===== src/common/tex_defs.svh =====
`ifndef TEX_DEFS_SVH
`define TEX_DEFS_SVH

// Texels per bilinear quad.
`define TEX_NUM_TEXELS 4

// Bits in one unpacked color channel.
`define TEX_COLOR_BITS 8

// Channels per color, R G B A.
`define TEX_NUM_CHANNELS 4

// Width of the u and v blend fractions.
`define TEX_FRAC_BITS 8

// Width of the texture format code.
`define TEX_FORMAT_BITS 3

`endif


===== src/common/tex_pkg.sv =====
`include "tex_defs.svh"

package tex_pkg;

    // Codes 6 and 7 unpack as R8G8B8A8.
    typedef enum logic [`TEX_FORMAT_BITS-1:0] {
        TEX_FORMAT_R8G8B8A8 = 3'd0,
        TEX_FORMAT_R5G6B5   = 3'd1,
        TEX_FORMAT_R4G4B4A4 = 3'd2,
        TEX_FORMAT_L8A8     = 3'd3,
        TEX_FORMAT_L8       = 3'd4,
        TEX_FORMAT_A8       = 3'd5
    } tex_format_e;

    typedef enum logic {
        POINT    = 1'b0,
        BILINEAR = 1'b1
    } tex_filter_e;

    // Sampler controller states.
    typedef enum logic [1:0] {
        IDLE    = 2'd0,
        UNPACK  = 2'd1,
        BLEND   = 2'd2,
        RESPOND = 2'd3
    } tex_state_e;

endpackage


===== src/common/tex_texel_if.sv =====
`timescale 1ns/1ps
`include "tex_defs.svh"

interface tex_texel_if;

    // Each lerp texel holds channel c in bits 16c+7:16c, upper byte of each field zero.
    localparam int LERP_BITS = 2 * `TEX_COLOR_BITS * `TEX_NUM_CHANNELS;

    logic [`TEX_NUM_TEXELS-1:0][LERP_BITS-1:0]       lerp_texel;
    logic [`TEX_NUM_CHANNELS*`TEX_COLOR_BITS-1:0]    pt_texel;
    logic [`TEX_NUM_CHANNELS-1:0]                    color_enable;
    tex_pkg::tex_filter_e                            filter;
    logic [`TEX_FRAC_BITS-1:0]                       u;
    logic [`TEX_FRAC_BITS-1:0]                       v;

    modport fmt (output lerp_texel, pt_texel, color_enable, filter, u, v);
    modport lerp (input lerp_texel, pt_texel, u, v);

endinterface


===== src/design/tex_channel_counter.sv =====
`timescale 1ns/1ps
`include "tex_defs.svh"

module tex_channel_counter (
    input  logic                         clk,
    input  logic                         rst_n,
    input  logic                         clear,
    input  logic                         step,
    input  logic [`TEX_NUM_CHANNELS-1:0] color_enable,
    output logic [1:0]                   chan,
    output logic                         chan_last
);

    logic [1:0] last_chan;

    // Enables are contiguous from bit 0, so the top set bit is the last channel.
    always_comb begin
        last_chan = '0;
        for (int c = 1; c < `TEX_NUM_CHANNELS; c++) begin
            if (color_enable[c]) begin
                last_chan = 2'(c);
            end
        end
    end

    always_ff @(posedge clk) begin
        if (!rst_n) begin
            chan <= '0;
        end else if (clear) begin
            chan <= '0;
        end else if (step) begin
            chan <= chan + 2'd1;
        end
    end

    assign chan_last = (chan == last_chan);

endmodule


===== src/design/tex_sample_ctrl.sv =====
`timescale 1ns/1ps

module tex_sample_ctrl (
    input  logic                 clk,
    input  logic                 rst_n,
    input  logic                 req,
    input  tex_pkg::tex_filter_e filter,
    input  logic                 chan_last,
    output logic                 load,
    output logic                 clear,
    output logic                 blend_en,
    output logic                 pt_store,
    output logic                 busy,
    output logic                 rsp_valid
);

    tex_pkg::tex_state_e state;
    tex_pkg::tex_state_e state_next;

    always_ff @(posedge clk) begin
        if (!rst_n) begin
            state <= tex_pkg::IDLE;
        end else begin
            state <= state_next;
        end
    end

    // Point: IDLE, UNPACK, RESPOND.
    // Bilinear: IDLE, UNPACK, one BLEND per enabled channel, RESPOND.
    always_comb begin
        state_next = state;
        case (state)
            tex_pkg::IDLE: begin
                if (req) begin
                    state_next = tex_pkg::UNPACK;
                end
            end
            tex_pkg::UNPACK: begin
                if (filter == tex_pkg::BILINEAR) begin
                    state_next = tex_pkg::BLEND;
                end else begin
                    state_next = tex_pkg::RESPOND;
                end
            end
            tex_pkg::BLEND: begin
                if (chan_last) begin
                    state_next = tex_pkg::RESPOND;
                end
            end
            default: begin
                state_next = tex_pkg::IDLE;
            end
        endcase
    end

    // A request is taken only in IDLE, so a req while busy is dropped.
    assign load      = (state == tex_pkg::IDLE) && req;
    assign clear     = load;
    assign pt_store  = (state == tex_pkg::UNPACK) && (filter == tex_pkg::POINT);
    assign blend_en  = (state == tex_pkg::BLEND);
    assign busy      = (state != tex_pkg::IDLE);
    assign rsp_valid = (state == tex_pkg::RESPOND);

endmodule


===== src/design/tex_sampler.sv =====
`timescale 1ns/1ps
`include "tex_defs.svh"

module tex_sampler (
    input  logic                                         clk,
    input  logic                                         rst_n,
    input  logic                                         req,
    input  logic [`TEX_FORMAT_BITS-1:0]                  format,
    input  logic                                         filter,
    input  logic [`TEX_FRAC_BITS-1:0]                    u,
    input  logic [`TEX_FRAC_BITS-1:0]                    v,
    input  logic [`TEX_NUM_TEXELS-1:0][31:0]             texel_data,
    output logic                                         busy,
    output logic                                         rsp_valid,
    output logic [`TEX_NUM_CHANNELS*`TEX_COLOR_BITS-1:0] color
);

    logic       load;
    logic       clear;
    logic       blend_en;
    logic       pt_store;
    logic       chan_last;
    logic [1:0] chan;

    tex_texel_if texel_bus ();

    tex_format u_format (
        .clk        (clk),
        .rst_n      (rst_n),
        .load       (load),
        .texel_data (texel_data),
        .format     (tex_pkg::tex_format_e'(format)),
        .filter_in  (tex_pkg::tex_filter_e'(filter)),
        .u_in       (u),
        .v_in       (v),
        .texels     (texel_bus.fmt)
    );

    tex_lerp u_lerp (
        .clk      (clk),
        .rst_n    (rst_n),
        .texels   (texel_bus.lerp),
        .blend_en (blend_en),
        .pt_store (pt_store),
        .clear    (clear),
        .chan     (chan),
        .color    (color)
    );

    // Restarts at channel 0 with every new request.
    tex_channel_counter u_counter (
        .clk          (clk),
        .rst_n        (rst_n),
        .clear        (load),
        .step         (blend_en),
        .color_enable (texel_bus.color_enable),
        .chan         (chan),
        .chan_last    (chan_last)
    );

    tex_sample_ctrl u_ctrl (
        .clk       (clk),
        .rst_n     (rst_n),
        .req       (req),
        .filter    (texel_bus.filter),
        .chan_last (chan_last),
        .load      (load),
        .clear     (clear),
        .blend_en  (blend_en),
        .pt_store  (pt_store),
        .busy      (busy),
        .rsp_valid (rsp_valid)
    );

endmodule


===== src/tex_format/tex_format.sv =====
`timescale 1ns/1ps
`include "tex_defs.svh"

module tex_format (
    input  logic                                   clk,
    input  logic                                   rst_n,
    input  logic                                   load,
    input  logic [`TEX_NUM_TEXELS-1:0][31:0]       texel_data,
    input  tex_pkg::tex_format_e                   format,
    input  tex_pkg::tex_filter_e                   filter_in,
    input  logic [`TEX_FRAC_BITS-1:0]              u_in,
    input  logic [`TEX_FRAC_BITS-1:0]              v_in,
    tex_texel_if.fmt                               texels
);

    localparam int LERP_BITS = 2 * `TEX_COLOR_BITS * `TEX_NUM_CHANNELS;
    localparam int SLOT_BITS = 2 * `TEX_COLOR_BITS;

    logic [`TEX_NUM_TEXELS-1:0][`TEX_NUM_CHANNELS-1:0][`TEX_COLOR_BITS-1:0] chans;
    logic [`TEX_NUM_TEXELS-1:0][LERP_BITS-1:0]    lerp_next;
    logic [`TEX_NUM_CHANNELS*`TEX_COLOR_BITS-1:0] pt_next;
    logic [`TEX_NUM_CHANNELS-1:0]                 enable_next;

    // Field extraction, zero extended to a full channel.
    always_comb begin
        for (int i = 0; i < `TEX_NUM_TEXELS; i++) begin
            chans[i] = '0;
            case (format)
                tex_pkg::TEX_FORMAT_R5G6B5: begin
                    chans[i][0] = `TEX_COLOR_BITS'(texel_data[i][4:0]);
                    chans[i][1] = `TEX_COLOR_BITS'(texel_data[i][10:5]);
                    chans[i][2] = `TEX_COLOR_BITS'(texel_data[i][15:11]);
                end
                tex_pkg::TEX_FORMAT_R4G4B4A4: begin
                    chans[i][0] = `TEX_COLOR_BITS'(texel_data[i][3:0]);
                    chans[i][1] = `TEX_COLOR_BITS'(texel_data[i][7:4]);
                    chans[i][2] = `TEX_COLOR_BITS'(texel_data[i][11:8]);
                    chans[i][3] = `TEX_COLOR_BITS'(texel_data[i][15:12]);
                end
                tex_pkg::TEX_FORMAT_L8A8: begin
                    chans[i][0] = texel_data[i][7:0];
                    chans[i][1] = texel_data[i][15:8];
                end
                tex_pkg::TEX_FORMAT_L8,
                tex_pkg::TEX_FORMAT_A8: begin
                    chans[i][0] = texel_data[i][7:0];
                end
                default: begin
                    chans[i] = texel_data[i];
                end
            endcase
        end
    end

    always_comb begin
        case (format)
            tex_pkg::TEX_FORMAT_R5G6B5:   enable_next = 4'b0111;
            tex_pkg::TEX_FORMAT_R4G4B4A4: enable_next = 4'b0111;
            tex_pkg::TEX_FORMAT_L8A8:     enable_next = 4'b0011;
            tex_pkg::TEX_FORMAT_L8:       enable_next = 4'b0001;
            tex_pkg::TEX_FORMAT_A8:       enable_next = 4'b0001;
            default:                      enable_next = 4'b1111;
        endcase
    end

    // Spread each channel into its own 16-bit slot for the blender.
    always_comb begin
        for (int i = 0; i < `TEX_NUM_TEXELS; i++) begin
            for (int c = 0; c < `TEX_NUM_CHANNELS; c++) begin
                lerp_next[i][c*SLOT_BITS +: SLOT_BITS] = SLOT_BITS'(chans[i][c]);
            end
        end
    end

    // R5G6B5 point samples carry an opaque byte below the color.
    always_comb begin
        if (format == tex_pkg::TEX_FORMAT_R5G6B5) begin
            pt_next = {chans[0][2], chans[0][1], chans[0][0], 8'hFF};
        end else begin
            pt_next = chans[0];
        end
    end

    always_ff @(posedge clk) begin
        if (!rst_n) begin
            texels.color_enable <= '0;
            texels.filter       <= tex_pkg::POINT;
        end else if (load) begin
            texels.color_enable <= enable_next;
            texels.filter       <= filter_in;
        end
    end

    always_ff @(posedge clk) begin
        if (load) begin
            texels.lerp_texel <= lerp_next;
            texels.pt_texel   <= pt_next;
            texels.u          <= u_in;
            texels.v          <= v_in;
        end
    end

endmodule


===== src/tex_lerp/tex_lerp.sv =====
`timescale 1ns/1ps
`include "tex_defs.svh"

module tex_lerp (
    input  logic                                      clk,
    input  logic                                      rst_n,
    tex_texel_if.lerp                                 texels,
    input  logic                                      blend_en,
    input  logic                                      pt_store,
    input  logic                                      clear,
    input  logic [1:0]                                chan,
    output logic [`TEX_NUM_CHANNELS*`TEX_COLOR_BITS-1:0] color
);

    localparam int SLOT_BITS = 2 * `TEX_COLOR_BITS;

    logic [`TEX_NUM_TEXELS-1:0][`TEX_COLOR_BITS-1:0] tap;
    logic [`TEX_COLOR_BITS-1:0]                      top_row;
    logic [`TEX_COLOR_BITS-1:0]                      bottom_row;
    logic [`TEX_COLOR_BITS-1:0]                      blend;

    // (a * (256 - f) + b * f) >> 8 with a 16-bit sum.
    function automatic logic [`TEX_COLOR_BITS-1:0] lerp8(
        input logic [`TEX_COLOR_BITS-1:0] a,
        input logic [`TEX_COLOR_BITS-1:0] b,
        input logic [`TEX_FRAC_BITS-1:0]  f
    );
        logic [15:0] wa;
        logic [15:0] wb;
        logic [15:0] sum;
        wa  = 16'(a) * (16'd256 - 16'(f));
        wb  = 16'(b) * 16'(f);
        sum = wa + wb;
        return sum[15:8];
    endfunction

    // Pick the active channel out of every texel of the quad.
    always_comb begin
        for (int i = 0; i < `TEX_NUM_TEXELS; i++) begin
            tap[i] = texels.lerp_texel[i][chan*SLOT_BITS +: `TEX_COLOR_BITS];
        end
    end

    assign top_row    = lerp8(tap[0], tap[1], texels.u);
    assign bottom_row = lerp8(tap[2], tap[3], texels.u);
    assign blend      = lerp8(top_row, bottom_row, texels.v);

    always_ff @(posedge clk) begin
        if (!rst_n) begin
            color <= '0;
        end else if (clear) begin
            color <= '0;
        end else if (pt_store) begin
            color <= texels.pt_texel;
        end else if (blend_en) begin
            color[chan*`TEX_COLOR_BITS +: `TEX_COLOR_BITS] <= blend;
        end
    end

endmodule

===== config.mk =====
export PLATFORM = sky130hd
export DESIGN_NAME = tex_sampler
export DESIGN_NICKNAME = d
export VERILOG_FILES = /design/src/common/tex_pkg.sv /design/src/common/tex_texel_if.sv /design/src/design/tex_channel_counter.sv /design/src/design/tex_sample_ctrl.sv /design/src/design/tex_sampler.sv /design/src/tex_format/tex_format.sv /design/src/tex_lerp/tex_lerp.sv
export VERILOG_INCLUDE_DIRS = /design/src /design/src/common
export SDC_FILE = /design/constraint.sdc
export NUM_CORES = 1
export LEC_CHECK = 0
export BUFFER_PORTS_ARGS = -buffer_cell sky130_fd_sc_hd__buf_2
export CAP_MARGIN = 15
export CORE_AREA = 2 2 244 246
export CTS_CLUSTER_DIAMETER = 60
export DETAILED_ROUTE_END_ITERATION = 6
export DIE_AREA = 0 0 246 248
export REMOVE_ABC_BUFFERS = 1
export SKIP_LAST_GASP = 1
export SYNTH_ARGS = -nofsm -noshare
export SYNTH_HDL_FRONTEND = slang
export SYNTH_SLANG_ARGS = --single-unit

===== constraint.sdc =====
create_clock -name clk -period 17.2 [get_ports clk]
set_input_delay 0.86 -clock clk [delete_from_list [all_inputs] [get_ports clk]]
set_output_delay 0.86 -clock clk [all_outputs]
set_load 0.01 [all_outputs]

## Yosys cells after proc, flatten, opt, wreduce, memory -nomap -nowiden

Cells that the tools add are included.

- Register bits: 217
- Bits of input ports: 151
- Output and inout port bits: 34
- Word-level logic and storage cells: 84

- $add $sub $neg: 7
- Multiply operators: 6
- Equality and inequality tests: 11
- Shift operators: 6
- Muxes and demuxes: 28
- Bitwise operators: 2
- Reduce and logical (&&, ||, !) cells: 11

Operators with widths:

| operator | number |
|---|---|
| $shiftx A64 B7 Y8 | 4 |
| $pmux W8 S3 | 8 |
| $pmux W8 S2 | 8 |
| $mux W32 | 3 |
| $add A16 B16 Y16 | 3 |
| $mul A8 B16 Y16 | 3 |
| $mul A8 B8 Y16 | 3 |
| $neg A5 Y34 | 1 |
| $shift A8 B34 Y32 const A | 1 |
| $shiftx A8 B34 Y32 | 1 |
| $bwmux W32 | 1 |
| $sub A9 B8 Y10 const A | 2 |
| $pmux W4 S3 | 1 |
| $mux W2 | 4 |
| $eq A3 B2 Y1 const B | 2 |
| $eq A3 B3 Y1 const B | 2 |
| $pmux W2 S3 | 1 |
| $reduce_or A2 Y1 | 3 |
| $eq A2 B2 Y1 const B | 2 |
| $reduce_bool A2 Y1 | 2 |
| $reduce_or A4 Y1 | 1 |
| $eq A3 B1 Y1 const B | 1 |
| $reduce_or A3 Y1 | 1 |
| $add A2 B1 Y2 const B | 1 |
| 9 further kinds | 12 |

## Depth between registers and ports, before layout

- Word-level depth: 9
- Gate-level depth with buffers: 47
- Mapped depth without buffers: 45

## Hierarchy

A second synthesis with hierarchy kept.

- Cells, all modules: 2531
- Area, all modules: 25129.1 um2

Modules (own cells, without submodules):

| module | times used | cells an instance | area an instance (um2) | sequential area each (um2) |
|---|---|---|---|---|
| tex_lerp | 1 | 1808 | 15899.0 | 640.6 |
| tex_format | 1 | 687 | 8923.6 | 5385.2 |
| tex_sample_ctrl | 1 | 22 | 192.7 | 40.0 |
| tex_channel_counter | 1 | 14 | 113.9 | 40.0 |

## Least setup slack after synthesis

No wires, ideal clock.

- Path type: register to register
- From: register u_counter.chan[0]
- To: register u_lerp.color[31]
- Library setup time: 0.127 ns
- Arrival time: 12.961 ns
- Required time: 17.073 ns
- Setup slack: 4.112 ns
- Cell stages (with the launch flop): 44
- Path buffers: 3
- Clock period less this slack: 13.088 ns
- Cell sequence: dfxtp_1 -> buf_6 -> clkbuf_1 -> buf_1 -> mux4_2 -> and2_1 -> fa_1 -> inv_1 -> fa_1 -> inv_1 -> fa_1 -> fa_1 -> fa_1 -> inv_1 -> fa_1 -> inv_1 -> ha_1 -> o211ai_1 -> (+8 left out) -> inv_1 -> fa_1 -> fa_1 -> inv_1 -> fa_1 -> fa_1 -> inv_1 -> fa_1 -> inv_1 -> ha_1 -> a21o_1 -> a21oi_1 -> a21oi_1 -> o21ai_0 -> o31ai_4 -> a2111o_1 -> and4b_1 -> or3_1

- Longest elaborated chain between the ends: 9
- Elaborated cells on any way between the ends: 19
- Classes of those cells: add/sub (4); mul (6); shift (6); mux (3)

RTL lines:

| what | line | text |
|---|---|---|
| from (decl) | tex_channel_counter.sv:10 | `output logic [1:0] chan,` |
| from (signal assigned) | tex_channel_counter.sv:32 | `chan <= chan + 2'd1;` |
| $shiftx A64 B7 Y8 | tex_lerp.sv:40 | `` tap[i] = texels.lerp_texel[i][chan*SLOT_BITS +: `TEX_COLOR_BITS]; `` |
| $mul A8 B16 Y16 / $mul A8 B8 Y16 (equally long branches) | tex_lerp.sv:31, tex_lerp.sv:32 |  |
| $add A16 B16 Y16 | tex_lerp.sv:33 | `sum = wa + wb;` |
| $mul A8 B16 Y16 / $mul A8 B8 Y16 (equally long branches) | tex_lerp.sv:31, tex_lerp.sv:32 |  |
| $add A16 B16 Y16 | tex_lerp.sv:33 |  |
| $shiftx A8 B34 Y32 | tex_lerp.sv:56 | `` color[chan*`TEX_COLOR_BITS +: `TEX_COLOR_BITS] <= blend; `` |
| $bwmux W32 (*) | tex_lerp.sv:56 |  |
| $mux W32 (*) | tex_lerp.sv:55 | `end else if (blend_en) begin` |
| $mux W32 (*) | tex_lerp.sv:53 | `end else if (pt_store) begin` |
| to (signal assigned) | tex_lerp.sv:54 | `color <= texels.pt_texel;` |
| to (signal, indexed assignment) | tex_lerp.sv:56 |  |
| to (decl) | tex_lerp.sv:12 | `` output logic [`TEX_NUM_CHANNELS*`TEX_COLOR_BITS-1:0] color `` |

Every way passes the cells marked *; elsewhere a longest branch is shown, timed or not. The select of a mux whose other input is x is not followed.
A chain may end at the register's enable or synchronous reset.

## Final worst setup path

- From: register u_format.texels.u[0]
- To: register u_lerp.color[31]

- Longest elaborated chain between the ends: 9
- Elaborated cells on any way between the ends: 14
- Classes of those cells: add/sub (4); mul (6); shift (1); mux (3)

RTL lines:

| what | line | text |
|---|---|---|
| from (decl) | tex_texel_if.sv:16 | `modport fmt (output lerp_texel, pt_texel, color_enable, filter, u, v);` |
| from (signal assigned) | tex_format.sv:98 | `texels.u <= u_in;` |
| $sub A9 B8 Y10 | tex_lerp.sv:31 | `wa = 16'(a) * (16'd256 - 16'(f));` |
| $mul A8 B16 Y16 | tex_lerp.sv:31 |  |
| $add A16 B16 Y16 | tex_lerp.sv:33 |  |
| $mul A8 B16 Y16 / $mul A8 B8 Y16 (equally long branches) | tex_lerp.sv:31, tex_lerp.sv:32 |  |
| $add A16 B16 Y16 (*) | tex_lerp.sv:33 |  |
| $shiftx A8 B34 Y32 (*) | tex_lerp.sv:56 |  |
| $bwmux W32 (*) | tex_lerp.sv:56 |  |
| $mux W32 (*) | tex_lerp.sv:55 |  |
| $mux W32 (*) | tex_lerp.sv:53 |  |

Marks and branches as above.

==> summary by stage <==
Logic synthesis
A synthesized cell averages 10.2 sq um. The fraction of registers with async set/reset is 0. After synthesis, the largest family of logic cells by area is adder cells. The post-synthesis share of cell area spent on full adders, half adders and majority gates is 0.364. The number of cells produced by synthesis is 2268.

Yosys printed 0 warnings. Of the total synthesized cell area, the portion taken by AND, OR, NAND and NOR gates is 0.153. The flip-flop and latch count after synthesis is 216. The count of cell types in the netlist is 70. In the post-synthesis netlist, the biggest area contributors are sky130_fd_sc_hd__fa_1, sky130_fd_sc_hd__edfxtp_1, sky130_fd_sc_hd__ha_1, sky130_fd_sc_hd__inv_1, sky130_fd_sc_hd__and2_1.

The mux cell area share after synthesis is 0.0356. The share of synthesized area occupied by flip-flops and latches is 0.263. The most frequently used cell type in the post-synthesis netlist is sky130_fd_sc_hd__inv_1. The xor/xnor cell area share of the yosys netlist is 0.0208. The number of synthesized flops with an enable pin is 176. In the synthesized netlist the dominant register cell turns out to be sky130_fd_sc_hd__edfxtp_1.

The cell area that synthesis handed to floorplanning was 23100 sq um. Of the post-synthesis cell area, the dominant cell type holds 0.260. The largest total area in the synthesized netlist belongs to sky130_fd_sc_hd__fa_1. The post-synthesis compound-gate area fraction is 0.0747. The commonest cells after synthesis are sky130_fd_sc_hd__inv_1, sky130_fd_sc_hd__fa_1, sky130_fd_sc_hd__nand2_1, sky130_fd_sc_hd__and2_1, sky130_fd_sc_hd__ha_1.

Placed design
Routability-driven placement finished with a final weighted congestion of 0.862. The half-perimeter wire length after placement is 48.1 mm. The port buffer count is 184.

CTS
The clock latency on the worst-skew pair is 0.56 ns. The hold-fix buffer count after cts is 0. Clock-pin slew was measured on the worst setup and hold paths at 0.06 ns.

After clock tree synthesis, the repair step resized 0 gates. The CTS buffer count is 25. CTS built an H-tree with a depth of 1.

The count of clock tree sinks is 216. In this run the clock root is driven by a sky130_fd_sc_hd__clkbuf_16. The maximum buffer depth of the clock tree is 3. The TritonCTS clock tree is done. The count of buffers added by post-CTS timing repair for setup is 0.

Finish
Of the cells placed in the final design, the portion with a size suffix greater than 1 is 0.127. In the final design database the tool counted 3066 nets. The filler cells instantiated in the layout total 5616. The layout-stage area growth over the synthesis result is 11.5%.

Worst setup path
The maximum cell stage delay along the critical path is 0.71 ns. The cell class contributing the biggest share of worst-path delay is adder cells. The worst register-to-register path has a depth of 45. The worst setup path is launched from a register.

The standard cell with the maximum stage delay on the critical path is sky130_fd_sc_hd__a211oi_1. The cell seen most often among critical-path stages is sky130_fd_sc_hd__fa_1. The critical path crosses 45 cells after its start point. The startpoint of the lowest-slack register-to-register path is u_format.texels.u[0]. The maximum fanout along the worst path is 30. The critical path starts at u_format.texels.u[0].

The worst setup path is of the register to register kind. The critical path contains buffers and inverters numbering 10 combined. The required time at the endpoint of the critical path is 17.64 ns. The arrival time of data at the critical path endpoint is 14.80 ns.

The worst setup path is captured at a register.

Floorplanning
185 I/O pins were placed. The area of the die is 61000 sq um. The die is 246 um wide.

The initial utilization of the core area, before any placement, comes to 0.395. The number of core rows is 89. The floorplan die height is 248 um. The floorplan step defined a core boundary enclosing 58500 sq um.

GRT
The global-route wire length before repair is 96.2 mm. The initial antenna violation count is 2. The maximum number of pins on one net before global-route repair is 109. Global routing finished with a remaining overflow of 0. For this run, the total global-route usage over all layers was measured as 0.202.

The via count of the first global-routing pass is 17500.

Hold path
The startpoint of the most critical hold path is u_format.texels.filter. The worst hold path passes through 2 cells. In this run the worst hold path is classified as register to register.

STA
The actual slew at the worst max-slew pin is 1.03 ns. The final critical delay including setup and external delays is 14.36 ns. The hold violation total from the final report came to 0. The final-report setup violation count is 0. Setup repair after global routing left no endpoint under its margin. The highest attainable clock frequency is 0.0696 GHz. In the finished design, the share of the clock period the worst path needs comes to 0.835. Headroom to the max-slew limit came out at 0.312. The worst clock skew is 0.0344 ns.

The final max-slew violation count was 0. Summed over all failing endpoints, the final setup total negative slack is 0 ns.

Drt
The routed design has 61.0 mm of wire. The detailed-routing iteration count for the pre-antenna-repair pass is 7. The average vias per placed instance is 5.27. Detailed routing inserted a total of 17000 vias. The detailed router finished its first iteration with 1481 violations.

The number of nets with antenna violations after routing is 0. Dividing the detail-routed wire length by the instance count gives 19.0 um. The post-detailed-route DRC marker count is 0.

Flow run
The max-cap violation count is 0.

Run status
The flow ran to the end, and the final reports show no timing, DRC or antenna violations.
-- worst register-to-register path, delay by kind of cell, from the launching register on --
family / cells / cell delay, ns
XOR/XNOR: 2 / 0.82
flip-flops: 1 / 0.36
buffers and inverters: 10 / 1.08
AO/OA/AOI/OAI: 8 / 2.19
adder cells (fa/ha/maj): 15 / 6.91
AND/OR/NAND/NOR: 9 / 2.50
multiplexers: 1 / 0.42
-- placed cells by master, fill, tap and decap left out, drive strengths merged, types with 21 or more instances in the layout --
cell / synthesis / routed
xor2: 25 / 25
ha: 192 / 192
nand3: 21 / 21
and3: 26 / 26
edfxtp: 176 / 176
xnor2: 30 / 30
inv: 455 / 457
fa: 300 / 300
nor2: 94 / 94
clkbuf: 78 / 31
and2: 217 / 217
nand2: 219 / 219
a21oi: 52 / 52
a22o: 23 / 23
o21ai: 32 / 32
a222oi: 32 / 32
dfxtp: 40 / 40
buf: 8 / 214
mux4: 30 / 30
-- flip-flops by register name (all words and copies together), names as in the netlist --
name and flops:
u_counter.chan 2, u_format.texels.u 8, u_ctrl.state 2, u_format.texels.filter 1, u_format.texels.color_enable 3, u_format.texels.lerp_texel 128
u_lerp.color 32, u_format.texels.pt_texel 32, u_format.texels.v 8
-- cell families (layout without fill, tap and decap cells) --
| family | count (synthesis) | after routing |
|---|---|---|
| adders and majority gates | 492 | 492 |
| DFF | 216 | 216 |
| and+or+nand+nor | 683 | 683 |
| AOI/OAI and AO/OA | 236 | 236 |
| xor gates and xnor gates | 55 | 55 |
| other | 0 | 2 |
| muxes | 44 | 44 |
| buffers and inverters | 542 | 716 |
-- stage by stage --
step | cell area (sq um) | setup WS (ns) | std cells | utilization | hold slack, ns
global route | 25800 | 2.08 | 3217 | 0.441 | 0.470
finish | 25800 | 2.84 | 3217 | 0.441 | 0.473
global placement | 24900 | 3.16 | 3169 | 0.426 | 0.467
detailed placement | 24900 | 2.81 | 3169 | 0.426 | 0.470
CTS | 25800 | 2.79 | 3215 | 0.441 | 0.462
floorplan | 22800 | 3.70 | 2182 | - | 0.444
-- per-layer routing --
layer | global-route usage | part of all wire
met5 | 0 | 0
met4 | 0.0872 | 0.045
met3 | 0.0241 | 0.065
met2 | 0.324 | 0.47
met1 | 0.278 | 0.42
-- layout make-up --
cell class | instances | area (sq um) | share of cell area
Clock buffer | 31 | 668 | 0.0259
Tap cell | 773 | 967 | 0.0375
Antenna cell | 2 | 5.00 | 0.000194
Clock inverter | 15 | 170 | 0.00661
Sequential cell | 216 | 6090 | 0.236
Multi-Input combinational cell | 1510 | 15000 | 0.582
Inverter | 456 | 1720 | 0.0667
Timing Repair Buffer | 214 | 1150 | 0.0445
-- final timing paths --
kind | endpoint | slack [ns]
max reg2reg | u_lerp.color[31] | 2.84
max | u_lerp.color[31] | 2.84
min reg2reg | u_format.texels.filter | 0.47
min | u_format.texels.filter | 0.47
Power is left out: the tool's default activity adds up to more than one toggle a clock period on the data nets, which glitch-free logic cannot reach.
